## src/hdl/dataBusPkg.sv

```systemverilog
package dataBusPkg;

    // ~~~~~~~~~~~~~~~~~~~~~~~~~~~~~~
    // Widths
    // ~~~~~~~~~~~~~~~~~~~~~~~~~~~~~~

    typedef logic [15:0] busAddr;   // Byte address.
    typedef logic [31:0] busData;   // Data word.
    typedef logic [3:0]  laneMask;  // One enable per byte lane.
    typedef logic [9:0]  bankAddr;  // Word index inside the RAM.
    typedef logic [3:0]  ioIndex;   // I/O register index.

    // ~~~~~~~~~~~~~~~~~~~~~~~~~~~~~~
    // Address map
    // ~~~~~~~~~~~~~~~~~~~~~~~~~~~~~~

    localparam busAddr ramBase  = 16'h0000;
    localparam int     ramBytes = 4096;
    localparam busAddr ioBase   = 16'h1000;
    localparam int     ioWords  = 16;    // Window spans four bytes per register.

    typedef enum logic [1:0] {
        accessByte = 2'd0,
        accessHalf = 2'd1,
        accessWord = 2'd2
    } dataAccess;

    typedef enum logic [1:0] {
        regionRam  = 2'd0,
        regionIo   = 2'd1,
        regionNone = 2'd2
    } busRegion;

    // ~~~~~~~~~~~~~~~~~~~~~~~~~~~~~~
    // Bundles
    // ~~~~~~~~~~~~~~~~~~~~~~~~~~~~~~

    typedef struct packed {
        busAddr    addr;
        dataAccess access;
        logic      signedLoad;  // Sign-extend byte and half loads.
        logic      wrEnable;
        logic      rdEnable;
        busData    wrData;
    } busRequest;

    typedef struct packed {
        busRegion region;
        laneMask  lanes;     // Already qualified by the write strobe.
        busData   data;      // Store data moved onto its lanes.
        bankAddr  wordAddr;
        ioIndex   ioSel;
    } alignedWrite;

    typedef struct packed {
        busRegion  region;
        dataAccess access;
        logic      signedLoad;
        logic [1:0] byteOffset;
    } loadContext;

endpackage

```

## src/hdl/accessDecoder.sv

```systemverilog
`timescale 1ns/1ps

module accessDecoder (
    input  dataBusPkg::busRequest   req,
    output dataBusPkg::alignedWrite wr,
    output dataBusPkg::loadContext  ctx
);

    logic [31:0]         ramOff;
    logic [31:0]         ioOff;
    dataBusPkg::busRegion region;
    dataBusPkg::laneMask  lanes;
    dataBusPkg::busData   shifted;

    // Unsigned offsets wrap below the base, so one compare covers each window.
    assign ramOff = 32'(req.addr) - 32'(dataBusPkg::ramBase);
    assign ioOff  = 32'(req.addr) - 32'(dataBusPkg::ioBase);

    always_comb begin
        if (ramOff < dataBusPkg::ramBytes) begin
            region = dataBusPkg::regionRam;
        end else if (ioOff < dataBusPkg::ioWords * 4) begin
            region = dataBusPkg::regionIo;
        end else begin
            region = dataBusPkg::regionNone;
        end
    end

    always_comb begin
        shifted = req.wrData;
        lanes   = 4'b0000;
        unique casez ({req.access, req.addr[1:0]})
            {dataBusPkg::accessByte, 2'b00}: begin
                shifted = {24'b0, req.wrData[7:0]};
                lanes   = 4'b0001;
            end
            {dataBusPkg::accessByte, 2'b01}: begin
                shifted = {16'b0, req.wrData[7:0], 8'b0};
                lanes   = 4'b0010;
            end
            {dataBusPkg::accessByte, 2'b10}: begin
                shifted = {8'b0, req.wrData[7:0], 16'b0};
                lanes   = 4'b0100;
            end
            {dataBusPkg::accessByte, 2'b11}: begin
                shifted = {req.wrData[7:0], 24'b0};
                lanes   = 4'b1000;
            end
            {dataBusPkg::accessHalf, 2'b0?}: begin
                shifted = {16'b0, req.wrData[15:0]};
                lanes   = 4'b0011;
            end
            {dataBusPkg::accessHalf, 2'b1?}: begin
                shifted = {req.wrData[15:0], 16'b0};
                lanes   = 4'b1100;
            end
            {dataBusPkg::accessWord, 2'b??}: begin
                shifted = req.wrData;
                lanes   = 4'b1111;
            end
            default: begin
                shifted = '0;      // Undefined size writes nothing.
                lanes   = 4'b0000;
            end
        endcase
    end

    assign wr.region   = region;
    assign wr.lanes    = (req.wrEnable && region != dataBusPkg::regionNone) ? lanes : 4'b0000;
    assign wr.data     = shifted;
    assign wr.wordAddr = req.addr[11:2];
    assign wr.ioSel    = req.addr[5:2];   // Same address, narrower slice.

    assign ctx.region     = region;
    assign ctx.access     = req.access;
    assign ctx.signedLoad = req.signedLoad;
    assign ctx.byteOffset = req.addr[1:0];

endmodule

```

## config.mk

```make
export PLATFORM = sky130hd
export DESIGN_NAME = accessDecoder
export DESIGN_NICKNAME = d
export VERILOG_FILES = /design/src/hdl/dataBusPkg.sv /design/src/hdl/accessDecoder.sv
export SDC_FILE = /design/constraint.sdc
export NUM_CORES = 1
export LEC_CHECK = 0
export BUFFER_PORTS_ARGS = -buffer_cell sky130_fd_sc_hd__clkbuf_2
export CAP_MARGIN = 10
export CORE_AREA = 5 5 54 56
export DETAILED_ROUTE_END_ITERATION = 8
export DIE_AREA = 0 0 59 61
export GPL_ROUTABILITY_DRIVEN = 0
export PLACE_DENSITY = 0.87
export SLEW_MARGIN = 20
export SYNTH_ARGS = -nofsm -noshare
export SYNTH_HDL_FRONTEND = slang
export SYNTH_SLANG_ARGS = --single-unit
```

## constraint.sdc

```tcl
create_clock -name vclk -period 2.1
set_input_delay 0.21 -clock vclk [all_inputs]
set_output_delay 0.21 -clock vclk [all_outputs]
set_load 0.01 [all_outputs]
```

==> run metrics <==
drt wl/cell=13.5 um; Leakage=0.648 nW; diodes inserted=0; Synth Area in Simple Gates=34.4%; Avg Synthesized Cell Area=6.23 um2; final number of setup-violating endpoints=0; fin crit period=1730 ps; Total GRT Usage=15.4%; most frequent cells in the layout=97 x clkbuf_2, 22 x nand2_1, 14 x a22oi_1; crit path kind=in -> out; WHS Path Cells=0; fin. max-slew vios=0; FP Rows=18; Worst Path Required=1890 ps; worst hold path type=in -> out; area of the core=2390 um2; Mapped Nets=172; Gate power share=100.0%; switching portion of total power=53.2%; unrepaired setup endpoints after global routing=false; Initial Utilization=31.1%; sequential fraction of the synthesis area=0%; die span in x=59 um; clkbuf count=0; drt first pass iters=4; DR vias=1,122; largest net degree at the start of global routing=23; vias per inst=5.05; CTS resizes=0; first-pass GRT wire length=4.46 mm; commonest non-fill, non-tap cell in the layout=clkbuf_2; die area=3600 um2; Pint=0.112 mW; layout cell share with drive strength beyond 1=55.2%; Peak VDD IR=0.000123 V; complex-gate fraction of the synthesized area=39.6%; proportion of synthesized area in mux cells=0%; Buffers on Ports=97; Slew HR=67.9%; total grt overflow=0; post-synth cell types=26; Area growth syn-to-layout=50.6%; Post-Syn Area=742 um2; outcome=completed; Critical Path Fanout Max=5; vias in the first global route=1,029; Least-Margin Pin Slew=480 ps; Final Cycle Share=82.5%; CP Launch Type=primary input; antenna viol nets, final=0; final wirelength=3.00 mm; sequential cell area=0 um2; post-synthesis xor/xnor area fraction=0%; initial antenna violation count=0; Crit. End Element=output port; hold-fix buffers at CTS=0; fmax=0.577 GHz; Final #Nets=247; I/O pin count=112; Post-CTS Setup Bufs=0; PD cells=215 nW/um2; drt first-iter violations=18; part of the power in the clock network=0%; dpl hpwl=2.49 mm; sequential cell count=0; Net Sw Power=0.127 mW; max_cap viols=0; DRC Markers=0; Adder-Cell Fraction of Synth Area=0%; Mapped Cells=119; setup TNS=0 ps; dpl cell area=1120 um2; Final Hold Fails=0; Seq pwr share=0%; post-route cell area=1120 um2; chip height=61 um; Ys Warns=0; CP Data Arrival Time=1520 ps; combinational family with the most area after synthesis=compound AO/OA/AOI/OAI gates
[power groups by stage]
stage	Sequential (mW)	Clock (mW)	Combinational, mW
after CTS	0	0	0.243
after global placement	0	0	0.238
final	0	0	0.240
after floorplan	0	0	0.144
after detailed placement	0	0	0.242
after global routing	0	0	0.266
[critical path, stage by stage]
cell and delay, ps:
clkbuf_2 90, or4_4 530, o31a_1 310, and4b_1 250, clkbuf_2 130
[per-stage QoR]
step           instances  setup WS, ps  utilization [%]  hold slack, ps  total power, mW
2_1_floorplan        119           448                -             481            0.144
5_1_grt              222           266             46.8             420            0.266
3_5_place_dp         222           349             46.8             420            0.242
6_report             222           368             46.8             420            0.240
4_1_cts              222           340             46.8             420            0.243
3_3_place_gp         222           363             46.8             420            0.238
[cells by family (layout without fill, tap and decap cells)]
kind of cell    Yosys count  count (layout)
buf+inv                  30             103
simple gates             48              48
compound gates           41              41
[final timing paths]
check | from | endpoint
max | req[48] | wr[46]
min | req[39] | wr[0]
[layer usage]
metal  GRT usage [%]  part of all wire [%]  routed length, um  vias to the layer above
met4            2.27                     0                  0                        0
met1            16.8                    37               1100                      493
met5               0                     0                  0                        -
met2            29.8                    51               1530                       67
li1                -                     -                  -                      562
met3            4.47                    12                366                        0
[Yosys cell counts, types with 2 or more instances]
| master | count | area, um2 |
|---|---|---|
| a21oi_1 | 5 | 25.0 |
| clkbuf_1 | 8 | 30.0 |
| a22o_1 | 8 | 70.1 |
| o21ai_0 | 8 | 40.0 |
| nor2b_1 | 2 | 12.5 |
| nor2_1 | 2 | 7.51 |
| nand2_1 | 22 | 82.6 |
| nor3_1 | 4 | 20.0 |
| nand2b_1 | 2 | 12.5 |
| a22oi_1 | 14 | 105 |
| a32o_1 | 2 | 20.0 |
| buf_4 | 21 | 158 |
| and2_1 | 8 | 50.1 |
[area by class of cell]
| class | count | area [um2] |
|---|---|---|
| fill | 268 | 1270 |
| multi-input combinational | 89 | 549 |
| timing repair buffer | 103 | 531 |
| tap | 30 | 37.5 |
(Power assumes the default switching activity.)
