--- config.mk ---
export PLATFORM = sky130hd
export DESIGN_NAME = ioRegisterFile
export DESIGN_NICKNAME = d
export VERILOG_FILES = /design/src/hdl/dataBusPkg.sv /design/src/hdl/ioRegisterFile.sv
export SDC_FILE = /design/constraint.sdc
export NUM_CORES = 1
export LEC_CHECK = 0
export ABC_AREA = 1
export ABC_CLOCK_PERIOD_IN_PS = 850
export BUFFER_PORTS_ARGS = -buffer_cell sky130_fd_sc_hd__buf_2
export CAP_MARGIN = 20
export CORE_UTILIZATION = 56
export CTS_CLUSTER_SIZE = 30
export DETAILED_ROUTE_END_ITERATION = 12
export GPL_TIMING_DRIVEN = 0
export PLACE_DENSITY_LB_ADDON = 0.15
export SYNTH_ARGS = -nofsm -noshare
export SYNTH_HDL_FRONTEND = slang
export SYNTH_SLANG_ARGS = --single-unit
--- constraint.sdc ---
create_clock -name i_clock -period 0.85 [get_ports i_clock]
set_input_delay 0.085 -clock i_clock [delete_from_list [all_inputs] [get_ports i_clock]]
set_output_delay 0.085 -clock i_clock [all_outputs]
set_load 0.01 [all_outputs]
--- src/hdl/dataBusPkg.sv ---
package dataBusPkg;

    // ~~~~~~~~~~~~~~~~~~~~~~~~~~~~~~
    // Widths
    // ~~~~~~~~~~~~~~~~~~~~~~~~~~~~~~

    typedef logic [15:0] busAddr;   // Byte address.
    typedef logic [31:0] busData;   // Data word.
    typedef logic [3:0]  laneMask;  // One enable per byte lane.
    typedef logic [9:0]  bankAddr;  // Word index inside the RAM.
    typedef logic [3:0]  ioIndex;   // I/O register index.

    // ~~~~~~~~~~~~~~~~~~~~~~~~~~~~~~
    // Address map
    // ~~~~~~~~~~~~~~~~~~~~~~~~~~~~~~

    localparam busAddr ramBase  = 16'h0000;
    localparam int     ramBytes = 4096;
    localparam busAddr ioBase   = 16'h1000;
    localparam int     ioWords  = 16;    // Window spans four bytes per register.

    typedef enum logic [1:0] {
        accessByte = 2'd0,
        accessHalf = 2'd1,
        accessWord = 2'd2
    } dataAccess;

    typedef enum logic [1:0] {
        regionRam  = 2'd0,
        regionIo   = 2'd1,
        regionNone = 2'd2
    } busRegion;

    // ~~~~~~~~~~~~~~~~~~~~~~~~~~~~~~
    // Bundles
    // ~~~~~~~~~~~~~~~~~~~~~~~~~~~~~~

    typedef struct packed {
        busAddr    addr;
        dataAccess access;
        logic      signedLoad;  // Sign-extend byte and half loads.
        logic      wrEnable;
        logic      rdEnable;
        busData    wrData;
    } busRequest;

    typedef struct packed {
        busRegion region;
        laneMask  lanes;     // Already qualified by the write strobe.
        busData   data;      // Store data moved onto its lanes.
        bankAddr  wordAddr;
        ioIndex   ioSel;
    } alignedWrite;

    typedef struct packed {
        busRegion  region;
        dataAccess access;
        logic      signedLoad;
        logic [1:0] byteOffset;
    } loadContext;

endpackage

--- src/hdl/ioRegisterFile.sv ---
`timescale 1ns/1ps

module ioRegisterFile (
    input                          i_clock,
    input                          rstN,
    input  dataBusPkg::alignedWrite wr,
    output dataBusPkg::busData      ioWord
);

    dataBusPkg::busData regs [dataBusPkg::ioWords];
    logic               ioSel;

    assign ioSel = (wr.region == dataBusPkg::regionIo);

    always_ff @(posedge i_clock or negedge rstN) begin
        if (!rstN) begin
            for (int i = 0; i < dataBusPkg::ioWords; i++) begin
                regs[i] <= '0;
            end
        end else if (ioSel) begin
            for (int lane = 0; lane < 4; lane++) begin
                if (wr.lanes[lane]) begin
                    regs[wr.ioSel][8*lane +: 8] <= wr.data[8*lane +: 8];
                end
            end
        end
    end

    // Reads the value held before this edge, matching the RAM banks.
    always_ff @(posedge i_clock) begin
        ioWord <= regs[wr.ioSel];
    end

endmodule

==> results by group <==
Power and ir drop
  – Lkg Pwr: 16.9 nW
  – Total power: 0.0687 W
  – Pwr dens: 2170 nW/um^2
  – Max VDD drop: 2.10 mV

Floorplanning
  – Core area: 43400 sq um
  – Row count: 76
  – Ports: 86
  – Die width: 212 um
  – Height of the chip: 212 um
  – Die area: 45200 sq um
  – Initial core utilization: 0.572

Route
  – Drt wl/cell: 20.1 um
  – TritonRoute pass-1 iters: 6
  – Final ANT Viol Nets: 0
  – # DRC: 0
  – Via Count: 23.8k
  – Final wirelength: 86.2 mm
  – DR vias/cell: 5.55
  – Iteration-0 DRC count of the detailed router: 2837

Synthesis
  – Synth Area in Adders: 0
  – Register area share after synthesis: 0.542
  – Compound-Gate Fraction of Synth Area: 0.103
  – Synthesized Nets: 3421
  – Largest area contributor in the netlist: dfrtp_1
  – Main area contributors after synthesis: dfrtp_1 52%, nand2_1 30%, o21ai_0 10%
  – Xor/xnor share of the synthesized area: 0
  – Cell variety after synth: 18
  – Mapped Cells: 3367
  – Mux share of post-synthesis cell area: 0
  – Syn_area_per_cell: 7.37 sq um
  – Simple-gate share of the synthesized area: 0.301
  – Share of the synthesized area in the top cell type: 0.516
  – Largest family of logic cells by synthesized area: simple AND/OR/NAND/NOR gates
  – Synthesized flop and latch total: 544
  – YS warnings: 0
  – Synthesized area: 24800 sq um

Finish
  – Share of post-route cells with drive strength above 1: 0.198
  – Area grow syn2layout: 27.6%
  – Core Util, Final: 0.730
  – Number of nets in the layout: 3706
  – N_diodes: 0

Timing
  – Unrepaired setup endpoints after global routing: true
  – Final Hold Fails: 348
  – Rel. slew slack: 0.550
  – Max Clock Freq: 0.856 GHz
  – Final setup margin: -0.318 ns
  – Worst Skew: 0.00892 ns
  – Setup-failing EPs final: 79
  – Minimum clock period: 1.17 ns
  – Slew Viols, Final: 0
  – Slew @ Worst Pin: 0.675 ns
  – Final period utilization: 1.37
  – Hold WS: -0.586 ns

Global route
  – Number of global-route vias before repair: 22.2k
  – First-pass GRT wire length: 128 mm
  – Initial antenna violation count: 0
  – Grt total ovfl: 0
  – GRT Overall Usage: 0.381
  – Largest net degree at the start of global routing: 123

Place
  – GPL Wtd Cong: 0.968
  – PortBufs: 74
  – Final HPWL DP: 60.8 mm

Run
  – Max-cap violation count: 0

Critical path
  – Crit path max fanout: 2
  – R2R depth: 8
  – Worst setup SP type: register
  – Crit path DAT: 1.67 ns
  – Worst Setup End Kind: register
  – Reg-to-reg startpoint: regs[151]
  – WP data required: 1.35 ns
  – R2R Setup Slk: -0.32 ns
  – Reg2reg end: ioWord[23]
  – Critical path type: register to register

Clock tree
  – H-tree depth: 2
  – Clock buffer depth: 3
  – CTS Sinks: 544
  – CTS tree: done
  – Hold buffer count at CTS: 45
  – Clock-pin slew on the worst setup and hold paths: 0.06 ns
  – Clock insertion delay at the later pin of the skew report: 0.62 ns
  – CTS root buffer: clkbuf_16
  – TritonCTS buffer count: 56

Worst hold path
  – Worst hold path class: primary input to asynchronous set/reset pin

Outcome
  – Failing checks: hold timing, setup timing
  – Outcome: complete, but fails checks
-- worst max-delay path, cell delays in order, from the launching register on --
cell and delay [ns]:
dfrtp_1 0.40, nand2_1 0.08, nand2_1 0.05, nand2_1 0.05
nand2_1 0.08, nand2_1 0.10, nand2_1 0.09, inv_2 0.12
nand2_2 0.09
-- placed cells by master (no fill, tap or decap), drive strengths merged --
master        Yosys  final
buf              81    281
bufbuf            0      1
bufinv            0      6
clkbuf          116    176
clkinv            0     16
clkinvlp          0      3
dfrtp           512    512
dfxtp            32     32
dlygate4sd3       0     43
dlymetal6s4s      0      1
inv             133    133
nand2          1956   1956
nand3             1      1
nand4             1      1
nor2             20     20
nor3              3      3
o21ai           512    512
-- Yosys cell counts --
master	count
nor3_2	3
dfxtp_1	32
nor2_1	18
nand2_1	1955
buf_1	17
nand4_1	1
o21ai_0	504
nor2_4	1
buf_4	3
nor2_2	1
dfrtp_1	512
buf_2	61
nand3_1	1
inv_2	1
o21ai_1	8
inv_1	132
clkbuf_1	116
nand2_2	1
-- metal layers --
| metal | GRT usage | vias up | wire length [um] |
|---|---|---|---|
| met1 | 0.521 | 11168 | 34800 |
| met4 | 0.179 | 0 | 4020 |
| met2 | 0.591 | 1329 | 39400 |
| met5 | 0 | - | 0 |
| li1 | - | 11010 | - |
| met3 | 0.0665 | 267 | 7990 |
-- sequential cells by signal, summed over array words and instances, names as in the netlist --
name	flops
regs	512
ioWord	32
-- stage by stage --
step                cells  hold slack, ns  setup WS [ns]  setup TNS, ns  cell area (sq um)
floorplan            3367          -0.211         -0.259        -104.08              26100
global placement     4026           0.323         -10.42       -5668.91              27200
detailed placement   4030          0.0538          -1.33        -532.38              27300
CTS                  4227          -0.591         -0.305         -48.46              30600
global route         4282          -0.550         -0.326         -18.13              31700
finish               4282          -0.586         -0.318         -15.75              31700
-- report_power, final --
part           internal (W)  total (W)  switching [W]
clock                0.0155     0.0261         0.0107
sequential           0.0294     0.0314        0.00207
combinational       0.00428     0.0111        0.00686
total                0.0491     0.0687         0.0196
-- how the worst max path moves through the flow --
| stage | start | to | slack [ns] | depth (start not counted) |
|---|---|---|---|---|
| finish | regs[151] | ioWord[23] | -0.32 | 8 |
| global route | regs[151] | ioWord[23] | -0.33 | 8 |
| CTS | ioWord[0] | ioWord[0] | -0.30 | 1 |
| detailed placement | wr[1] | ioWord[9] | -1.33 | 9 |
| global placement | rstN | regs[416] | -10.42 | 1 |
| floorplan | wr[51] | regs[509] | -0.26 | 7 |
-- logic make-up after synthesis --
logic type | count (synthesis)
buffers and inverters | 330
flip-flops | 544
AND/OR/NAND/NOR | 1981
AO/OA/AOI/OAI | 512
-- what timing repair did --
| action | 4_1_cts | 5_1_grt |
|---|---|---|
| endpoints found under the setup margin | 543 | 497 |
| buffers inserted | 51 | 56 |
| hold endpoints to repair | 571 | 143 |
| resized for setup | 163 | 270 |
| cloned | 2 | 5 |
| pin swaps | 152 | 96 |
-- layout make-up --
class | count | area (sq um)
multi-input cells | 2493 | 11100
flip-flops and latches | 544 | 13500
repair buffers | 236 | 2230
well taps | 585 | 732
plain buffers | 188 | 1660
fillers | 3362 | 11700
clock buffers | 78 | 1670
clock inverters | 25 | 290
inverters | 133 | 542
(Power assumes the default switching activity.)
