==> src/hdl/dataBusPkg.sv <==
package dataBusPkg;

    // ~~~~~~~~~~~~~~~~~~~~~~~~~~~~~~
    // Widths
    // ~~~~~~~~~~~~~~~~~~~~~~~~~~~~~~

    typedef logic [15:0] busAddr;   // Byte address.
    typedef logic [31:0] busData;   // Data word.
    typedef logic [3:0]  laneMask;  // One enable per byte lane.
    typedef logic [9:0]  bankAddr;  // Word index inside the RAM.
    typedef logic [3:0]  ioIndex;   // I/O register index.

    // ~~~~~~~~~~~~~~~~~~~~~~~~~~~~~~
    // Address map
    // ~~~~~~~~~~~~~~~~~~~~~~~~~~~~~~

    localparam busAddr ramBase  = 16'h0000;
    localparam int     ramBytes = 4096;
    localparam busAddr ioBase   = 16'h1000;
    localparam int     ioWords  = 16;    // Window spans four bytes per register.

    typedef enum logic [1:0] {
        accessByte = 2'd0,
        accessHalf = 2'd1,
        accessWord = 2'd2
    } dataAccess;

    typedef enum logic [1:0] {
        regionRam  = 2'd0,
        regionIo   = 2'd1,
        regionNone = 2'd2
    } busRegion;

    // ~~~~~~~~~~~~~~~~~~~~~~~~~~~~~~
    // Bundles
    // ~~~~~~~~~~~~~~~~~~~~~~~~~~~~~~

    typedef struct packed {
        busAddr    addr;
        dataAccess access;
        logic      signedLoad;  // Sign-extend byte and half loads.
        logic      wrEnable;
        logic      rdEnable;
        busData    wrData;
    } busRequest;

    typedef struct packed {
        busRegion region;
        laneMask  lanes;     // Already qualified by the write strobe.
        busData   data;      // Store data moved onto its lanes.
        bankAddr  wordAddr;
        ioIndex   ioSel;
    } alignedWrite;

    typedef struct packed {
        busRegion  region;
        dataAccess access;
        logic      signedLoad;
        logic [1:0] byteOffset;
    } loadContext;

endpackage

==> src/hdl/loadUnit.sv <==
`timescale 1ns/1ps

module loadUnit (
    input                         i_clock,
    input                         rstN,
    input  dataBusPkg::loadContext ctx,
    input                         rdEnable,
    input  dataBusPkg::busData     ramWord,
    input  dataBusPkg::busData     ioWord,
    output dataBusPkg::busData     rdData,
    output logic                  rdValid
);

    dataBusPkg::loadContext ctxQ;
    dataBusPkg::busData     word;
    dataBusPkg::busData     shifted;
    logic [15:0]            half;

    // Captured on the same edge as the region read registers.
    always_ff @(posedge i_clock or negedge rstN) begin
        if (!rstN) begin
            ctxQ.region     <= dataBusPkg::regionNone;
            ctxQ.access     <= dataBusPkg::accessWord;
            ctxQ.signedLoad <= 1'b0;
            ctxQ.byteOffset <= 2'b00;
            rdValid         <= 1'b0;
        end else begin
            ctxQ    <= ctx;
            rdValid <= rdEnable;
        end
    end

    // ~~~~~~~~~~~~~~~~~~~~~~~~~~~~~~
    // Return path
    // ~~~~~~~~~~~~~~~~~~~~~~~~~~~~~~

    always_comb begin
        unique case (ctxQ.region)
            dataBusPkg::regionRam: word = ramWord;
            dataBusPkg::regionIo:  word = ioWord;
            default:               word = '0;  // Unmapped reads give zero.
        endcase
    end

    assign shifted = word >> {ctxQ.byteOffset, 3'b000};
    assign half    = ctxQ.byteOffset[1] ? word[31:16] : word[15:0];  // Bit 0 is ignored.

    always_comb begin
        unique case (ctxQ.access)
            dataBusPkg::accessByte: begin
                rdData = {{24{ctxQ.signedLoad & shifted[7]}}, shifted[7:0]};
            end
            dataBusPkg::accessHalf: begin
                rdData = {{16{ctxQ.signedLoad & half[15]}}, half};
            end
            default: begin
                rdData = word;
            end
        endcase
    end

endmodule

==> config.mk <==
export PLATFORM = sky130hd
export DESIGN_NAME = loadUnit
export DESIGN_NICKNAME = d
export VERILOG_FILES = /design/src/hdl/dataBusPkg.sv /design/src/hdl/loadUnit.sv
export SDC_FILE = /design/constraint.sdc
export NUM_CORES = 1
export LEC_CHECK = 0
export BUFFER_PORTS_ARGS = -buffer_cell sky130_fd_sc_hd__buf_2
export CAP_MARGIN = 15
export CORE_ASPECT_RATIO = 1.4
export CORE_UTILIZATION = 46
export CTS_BUF_LIST = sky130_fd_sc_hd__clkbuf_8
export DETAILED_ROUTE_END_ITERATION = 10
export PLACE_DENSITY = 0.89
export SLEW_MARGIN = 20
export SYNTH_ARGS = -nofsm -noshare
export SYNTH_HDL_FRONTEND = slang
export SYNTH_SLANG_ARGS = --single-unit
==> constraint.sdc <==
create_clock -name i_clock -period 5.3 [get_ports i_clock]
set_input_delay 1.06 -clock i_clock [delete_from_list [all_inputs] [get_ports i_clock]]
set_output_delay 1.06 -clock i_clock [all_outputs]
set_load 0.01 [all_outputs]
==> reports/metrics.yaml, run 1 <==
cts_resized: 0
drtIter0Drc: 132
powerDensity_nw_per_um2: 153
rsz0062_at_grt: "false"
hold_path.class: "in2async"
synth_top_area_cell: "mux2i_1"
drive_gt1_share_pct: 47.6
die_h_um: 68.8
io_buffers: 106
regArea_sq_um: 204
slew_violations: 0
synth_area_per_cell_sq_um: 7.30
routedWlPerCell_um: 14.2
synth_warnings: 0
grt_pass1_vias: 1666
wirelength_mm: 4.64
cts_setup_buffers: 0
nets: 365
cts_made_buffers: 3
netlist_area_sq_um: 1470
synth_ff_type: "dfrtp_1"
die_w_um: 49.7
end_kind: "output pin"
crit_required_ns: 4.24
hold_ws_ns: 0.657
core_sq_um: 2940
start_util_pct: 50.0
dr.pass1.iters: 5
max-vdd-ir-drop_v: 0.000194
report.final.hold_viol_count: 0
dp_hpwl_mm: 3.52
path_class: "reg2out"
grt_pass1_wl_mm: 6.92
cts_buffer_depth: 2
worst_setup_path_start_kind: "flip-flop"
worstMarginPinSlew_ns: 1.13
multiInputGateArea_sq_um: 1150
viasPerCell: 5.69
setup_violations: 0
max_freq_mhz: 242
remaining_drc_errors: 0
dp.cells: 323
synth.yosys.seq_area_share_pct: 13.8
ys_seq_elements: 8
synth_edf_count: 0
pin_count: 107
die-area_sq_um: 3420
gp_congestion: 0.851
root_buffer: "clkbuf_8"
antenna_found_initial: 0
grt_max_degree: 42
num_vias: 1859
grt_usage_pct: 25.8
ant_nets: 0
synthToLayoutAreaGrowth_pct: 35.8
hold_buffers: 0
fin_util_pct: 67.9
grt-ovfl-total: 0
worst-path-max-fanout: 34
p_leak_nw: 1.03
antenna-diode-count: 0
period_share_pct: 77.9
synth.area.top_cells: "mux2i_1, dfrtp_1, nor2_1"
fin_setup_tns_ns: 0
final_cells: 327
ys_types: 37
status: "finished, final reports clean"
finalCriticalPeriod_ns: 4.13
postSynth.asyncResetShare_pct: 100
worst_ep_arrival_time_ns: 3.07
final_cell_mix: "buf_2, nor2_1, mux2i_1, a21oi_1"
num_rows: 23
drv_cap: 0
power_mw: 0.305
maxSlewHeadroom_pct: 24.5
cts_tree: "built"
synthCells: 201
final_common_cell: "buf_2"
synth.net_count: 275
fillerInstances: 287
synth_top_cell_area_share_pct: 16.4
cts_sinks: 8
h-tree-depth: 1
path_clk_slew_ns: 0.04
-- layout make-up --
cell class | instances | area share (%)
Clock buffer | 3 | 2.07
Clock inverter | 1 | 0.188
Inverter | 5 | 0.942
Multi-Input combinational cell | 167 | 57.6
Sequential cell | 8 | 10.2
Tap cell | 37 | 2.32
Timing Repair Buffer | 106 | 26.6
-- state kept, by name (all words and copies together), names as in the netlist --
name / count
rdValid: 1
ctxQ: 7
-- cells by family after synthesis --
group | Yosys count | synth area share (%)
AND/OR/NAND/NOR | 72 | 23.6
AO/OA/AOI/OAI | 62 | 30.3
multiplexers | 33 | 24.3
buffers and inverters | 26 | 7.94
flip-flops | 8 | 13.8
-- routing by layer --
metal	GRT usage [%]	up-vias	routed length (um)
met5	0	-	0
met4	9.29	0	85
met3	1.75	9	352
met2	52.2	109	2520
met1	27.9	832	1680
li1	-	909	-
-- stage by stage --
step	worst slack, ns	instance area (sq um)
after floorplan	1.88	1470
after global placement	1.32	1950
after detailed placement	1.27	1950
after CTS	1.15	1990
after global routing	0.987	1990
final	1.17	1990
-- Yosys cell counts, drive strengths merged (2+ instances only) --
cell    count
inv         5
nand2       9
dfstp       2
clkbuf     14
or2         6
mux2        8
a22oi      10
o22ai       3
a21oi      19
mux2i      24
nand3       4
nor2       38
nor3        6
o22a        5
o32ai       5
dfrtp       6
o21ai      11
nor2b       7
buf         7
-- report_power, final --
group	internal [mW]	total [mW]	switching, mW
sequential	0.0652	0.0824	0.0172
combinational	0.0743	0.149	0.0750
clock	0.0501	0.0735	0.0234
-- worst max-delay path, stage by stage (launching register included) --
cell and delay [ns]:
dfrtp_2 0.93, mux2i_1 0.40, o2bb2ai_2 0.14, o2111a_2 0.30, a221oi_4 0.79, nor2_1 0.10
buf_2 0.18
-- worst max path at each step --
stage	start	to	slack [ns]	depth (start not counted)
finish	ctxQ[5]	rdData[18]	1.17	6
global route	ctxQ[5]	rdData[19]	0.99	6
CTS	ctxQ[5]	rdData[19]	1.15	6
detailed placement	ramWord[31]	rdData[19]	1.27	7
global placement	ramWord[31]	rdData[20]	1.32	7
floorplan	ramWord[31]	rdData[22]	1.88	6
No activity file was read; power rests on OpenSTA's default activity.
==> run 2: changes to the inputs <==
--- a/config.mk
+++ b/config.mk
@@ -8,10 +8,10 @@
 export BUFFER_PORTS_ARGS = -buffer_cell sky130_fd_sc_hd__buf_2
 export CAP_MARGIN = 15
 export CORE_ASPECT_RATIO = 1.4
-export CORE_UTILIZATION = 46
+export CORE_UTILIZATION = 38
 export CTS_BUF_LIST = sky130_fd_sc_hd__clkbuf_8
 export DETAILED_ROUTE_END_ITERATION = 10
-export PLACE_DENSITY = 0.89
+export PLACE_DENSITY = 0.79
 export SLEW_MARGIN = 20
 export SYNTH_ARGS = -nofsm -noshare
 export SYNTH_HDL_FRONTEND = slang
==> constraint.sdc (replaced) <==
create_clock -name i_clock -period 3.7 [get_ports i_clock]
set_input_delay 0.74 -clock i_clock [delete_from_list [all_inputs] [get_ports i_clock]]
set_output_delay 0.74 -clock i_clock [all_outputs]
set_load 0.01 [all_outputs]
==> run 2 against run 1 <==
  * Sequential share of layout area is 0.15 points lower
  * Hold slack worse by 0.32 ns
  * Combinational power is 52% higher
  * Wire length grew 2.1%
  * Sequential power is 30% higher
  * First-iteration DRC count down 54%
  * Utilization shrank 13 points
  * Clock-buffer cell count unchanged
  * Cell area increased by 1.4%
  * Clock power rose by 43%
  * Highest routed layer unchanged
==> reports/metrics.yaml, run 2 (same netlist as run 1, synthesis figures left out) <==
status: "finished, final reports clean"
powerDensity_nw_per_um2: 218  # +42%
path_class: "reg2out"
end_kind: "output pin"
maxSlewHeadroom_pct: 31.9  # +7.4 points
num_vias: 1850  # -0.48%
cts_resized: 0  # unchanged
dp.cells: 331  # +2.5%
die_w_um: 54.5  # +9.6%
hold_ws_ns: 0.338  # -0.319 ns
fin_setup_tns_ns: 0  # unchanged
cpPeakStageDelay_ns: 0.84  # -0.09 ns
ant_nets: 0  # unchanged
max-vdd-ir-drop_v: 0.000248  # +28%
cts_sinks: 8  # unchanged
slew_violations: 0  # unchanged
p_leak_nw: 1.05  # +1.4%
die_h_um: 75.5  # +9.7%
largest_reg_flops: 7  # unchanged
grt_max_degree: 39  # -7.1%
antenna-diode-count: 0  # unchanged
worst-path-max-fanout: 27  # -21%
routedWlPerCell_um: 14.1  # -0.35%
final_common_cell: "buf_2"
dp_hpwl_mm: 3.69  # +4.9%
die-area_sq_um: 4110  # +20%
cts_tree: "built"
drive_gt1_share_pct: 48.1  # +0.54 points
period_share_pct: 87.9
cts_made_buffers: 3  # unchanged
grt_pass1_vias: 1601  # -3.9%
final_cells: 335  # +2.4%
cts_buffer_depth: 2  # unchanged
path_clk_slew_ns: 0.04  # about the same
drtIter0Drc: 61  # -54%
h-tree-depth: 1  # unchanged
root_buffer: "clkbuf_8"
max_freq_mhz: 308
finalCriticalPeriod_ns: 3.25
rsz0062_at_grt: "false"
worst_ep_arrival_time_ns: 2.51  # -0.56 ns
final_cell_mix: "buf_2, nor2_1, mux2i_1, a21oi_1"
post-route-worst-setup-slack_ns: 0.449  # -0.723 ns
hold_buffers: 0  # unchanged
setup_violations: 0  # unchanged
gp_congestion: 0.844  # -0.81%
viasPerCell: 5.52  # -2.9%
worstMarginPinSlew_ns: 1.02  # -0.111 ns
core_sq_um: 3680  # +25%
num_rows: 26  # +13%
remaining_drc_errors: 0  # unchanged
start_util_pct: 39.9  # -10 points
nets: 368  # +0.82%
dr.pass1.iters: 4  # -1
wirelength_mm: 4.73  # +2.1%
preCtsSetupSlack_ns: 0.637  # -0.636 ns
crit_slowest_cell: "nor2b_1"
synthToLayoutAreaGrowth_pct: 37.8
grt_pass1_wl_mm: 6.84  # -1.2%
grt_usage_pct: 22.2  # -3.6 points
crit_required_ns: 2.96  # -1.28 ns
report.final.hold_viol_count: 0  # unchanged
grt-ovfl-total: 0  # unchanged
reg.largest.list: "ctxQ x7, rdValid x1"
drv_cap: 0  # unchanged
io_buffers: 106  # unchanged
hold_path.class: "in2async"
worstPathCellList: "nor2b_1, nand3_1, o21ai_0, buf_2"
antenna_found_initial: 0  # unchanged
worst_setup_path_start_kind: "flip-flop"
top_register: "ctxQ"
fillerInstances: 371  # +29%
cts_setup_buffers: 0  # unchanged
pin_count: 107  # unchanged
## run 2: changes by cell type in the layout (fill, tap and decap cells not counted)
cell   before  now
buf_4       0    3
## run 2: final timing paths
check                      cells after the start    start         end  slack (ns)
worst max-delay path                           4  ctxQ[4]  rdData[15]        0.45
worst min-delay path                           1     rstN     ctxQ[3]        0.34
max in group asynchronous                      1     rstN     ctxQ[4]        3.13
min in group i_clock                           1   ctx[4]     ctxQ[4]        0.61
## run 2: stage by stage
step	area, sq um	util [%]	power [mW]
global route	2020	55.0	0.473
global placement	1980	53.7	0.331
floorplan	1470	-	0.247
detailed placement	1980	53.7	0.334
CTS	2020	55.0	0.443
finish	2020	55.0	0.440
## run 2: worst max-delay path, delay by kind of cell (launching register included)
family | cells | cell delay (ns)
AOI/OAI and AO/OA | 1 | 0.21
buffers and inverters | 1 | 0.16
DFF | 1 | 0.51
and+or+nand+nor | 2 | 1.41
## run 2: final cells by class
| cell class | count | area, sq um | area share (%) |
|---|---|---|---|
| tap | 42 | 52.6 | 2.60 |
| multi-input combinational | 167 | 1150 | 56.8 |
| sequential | 8 | 204 | 10.1 |
| timing repair buffer | 109 | 553 | 27.4 |
| inverter | 5 | 18.8 | 0.929 |
| clock buffer | 3 | 41.3 | 2.04 |
| clock inverter | 1 | 3.75 | 0.186 |
## run 2: report_power, final
group / switching (mW) / internal [mW]
clock: 0.0333 / 0.0717
combinational: 0.119 / 0.108
sequential: 0.0137 / 0.0934
## run 2: routing by layer
layer / vias to the layer above / part of all wire, % / track usage, %
li1: 917 / - / -
met1: 849 / 39 / 26.9
met2: 78 / 54 / 40.5
met3: 6 / 5.5 / 0.798
met4: 0 / 1.3 / 7.69
met5: - / 0 / 0
==> run 3: changes to the inputs <==
--- a/config.mk
+++ b/config.mk
@@ -5,7 +5,7 @@
 export SDC_FILE = /design/constraint.sdc
 export NUM_CORES = 1
 export LEC_CHECK = 0
-export BUFFER_PORTS_ARGS = -buffer_cell sky130_fd_sc_hd__buf_2
+export BUFFER_PORTS_ARGS = -buffer_cell sky130_fd_sc_hd__clkbuf_2
 export CAP_MARGIN = 15
 export CORE_ASPECT_RATIO = 1.4
 export CORE_UTILIZATION = 38
==> run 3 against run 2 <==
  * Power decreased by 0.40%
  * Clock power about the same
  * Clock-buffer cell count stayed put
  * Cell area unchanged
  * Flip-flop and latch count did not move
  * Setup slack improved by 0.092 ns
  * Critical path depth rose by 3
  * Wire length down 1.5%
  * Cell count is the same
  * Critical path type unchanged
  * Critical endpoint is now rdData[18]
  * Largest cell class unchanged
  * Largest power group unchanged
  * Highest routed layer unchanged
==> reports/metrics.yaml, run 3 (same netlist as run 1, synthesis figures left out) <==
switching_power_mw: 0.165  # -0.88%
dp_hpwl_mm: 3.76  # +1.9%
antenna-diode-count: 0  # unchanged
internal_power_mw: 0.273  # -0.11%
hold_ws_ns: 0.346  # +0.00736 ns
power_frac_clock_pct: 23.3  # -0.6 points
die-area_sq_um: 4110  # unchanged
routedWlPerCell_um: 13.9  # -1.5%
p_leak_nw: 1.05  # +0.21%
remaining_drc_errors: 0  # unchanged
fin_area_sq_um: 2020  # unchanged
die_w_um: 54.5  # unchanged
drv_cap: 0  # unchanged
ant_nets: 0  # unchanged
fin_setup_tns_ns: 0  # unchanged
worstPathCellList: "mux2_2, a32oi_1, o221ai_2, a221oi_4, buf_4, nor2_1, clkbuf_2"
seqPwrFrac_pct: 25.4  # +1.0 points
num_rows: 26  # unchanged
status: "finished, final reports clean"
cts_made_buffers: 3  # unchanged
preCtsSetupSlack_ns: 0.698  # +0.0608 ns
core_sq_um: 3680  # unchanged
grt_pass1_wl_mm: 6.78  # -0.80%
report.final.hold_viol_count: 0  # unchanged
crit_buf_inv: 2  # +1
h-tree-depth: 1  # unchanged
die_h_um: 75.5  # unchanged
final_cells: 335  # unchanged
cts_sinks: 8  # unchanged
reg.largest.list: "ctxQ x7, rdValid x1"
synthToLayoutAreaGrowth_pct: 37.8  # unchanged
viasPerCell: 5.44  # -1.5%
post-route-worst-setup-slack_ns: 0.541  # +0.0920 ns
grt_pass1_vias: 1606  # +0.31%
rsz0062_at_grt: "false"
regArea_sq_um: 204  # unchanged
final_common_cell: "clkbuf_2"
setup_violations: 0  # unchanged
gp_congestion: 0.835  # -1.0%
pin_count: 107  # unchanged
wirelength_mm: 4.66  # -1.5%
dp.cells: 331  # unchanged
final_cell_mix: "clkbuf_2, nor2_1, mux2i_1, a21oi_1"
crit_required_ns: 2.96  # about the same
hold_path.class: "in2async"
io_buffers: 106  # unchanged
cts_buffer_depth: 2  # unchanged
end_kind: "output pin"
worst_ep_arrival_time_ns: 2.42  # -0.09 ns
finalCriticalPeriod_ns: 3.16  # -0.0920 ns
grt-ovfl-total: 0  # unchanged
powerDensity_nw_per_um2: 217  # -0.40%
combPwrFrac_pct: 51.3  # -0.4 points
path_class: "reg2out"
num_vias: 1823  # -1.5%
grt_usage_pct: 21.6  # -0.56 points
cts_setup_buffers: 0  # unchanged
place_area_sq_um: 1980  # unchanged
max-vdd-ir-drop_v: 0.000241  # -3.0%
largest_reg_flops: 7  # unchanged
maxSlewHeadroom_pct: 35.3  # +3.4 points
nets: 368  # unchanged
grt_max_degree: 28  # -28%
dr.pass1.iters: 4  # unchanged
top_register: "ctxQ"
drive_gt1_share_pct: 48.1  # unchanged
period_share_pct: 85.4  # -2.5 points
drtIter0Drc: 74  # +21%
worstMarginPinSlew_ns: 0.968  # -0.0511 ns
multiInputGateArea_sq_um: 1150  # unchanged
cpPeakStageDelay_ns: 0.64  # -0.20 ns
fillerInstances: 387  # +4.3%
crit_slowest_cell: "dfrtp_2"
path_delay_family: "compound AO/OA/AOI/OAI gates"
cts_resized: 0  # unchanged
start_util_pct: 39.9  # unchanged
max_freq_mhz: 317  # +2.9%
path_clk_slew_ns: 0.04  # about the same
worst_setup_path_start_kind: "flip-flop"
antenna_found_initial: 0  # unchanged
root_buffer: "clkbuf_8"
hold_buffers: 0  # unchanged
fin_util_pct: 55.0  # unchanged
switching_share_pct: 37.6  # -0.18 points
slew_violations: 0  # unchanged
worst-path-max-fanout: 17  # -37%
power_mw: 0.438  # -0.40%
cts_tree: "built"
==> run 3: cell types whose count changed in the layout (fill, tap and decap cells not counted) <==
| cell | change |
|---|---|
| buf_2 | -106 |
| clkbuf_2 | +106 |
==> run 3: layout make-up <==
cell class | instances | area share (%)
Clock buffer | 3 | 2.04
Clock inverter | 1 | 0.186
Inverter | 5 | 0.929
Multi-Input combinational cell | 167 | 56.8
Sequential cell | 8 | 10.1
Tap cell | 42 | 2.60
Timing Repair Buffer | 109 | 27.4
==> run 3: how the worst max path moves through the flow <==
stage / from / end / slack, ns / cells past startpoint
2_1_floorplan: ramWord[31] / rdData[22] / 0.92 / 6
5_1_grt: ctxQ[4] / rdData[15] / 0.32 / 4
3_5_place_dp: ramWord[31] / rdData[16] / 0.70 / 8
3_3_place_gp: ramWord[31] / rdData[18] / 0.73 / 8
4_1_cts: ctxQ[5] / rdData[18] / 0.53 / 7
6_report: ctxQ[5] / rdData[18] / 0.54 / 7
==> run 3: per-layer routing <==
metal	wire [um]	vias up	track usage, %
li1	-	917	-
met1	1840	826	25.8
met2	2540	74	40.0
met3	248	6	1.60
met4	31	0	6.27
met5	0	-	0
==> run 3: power groups by stage <==
stage | sequential (mW) | clock, mW | combinational [mW]
6_report | 0.111 | 0.102 | 0.225
5_1_grt | 0.113 | 0.111 | 0.246
4_1_cts | 0.111 | 0.105 | 0.224
3_5_place_dp | 0.112 | 0 | 0.223
3_3_place_gp | 0.112 | 0 | 0.219
2_1_floorplan | 0.0970 | 0 | 0.150
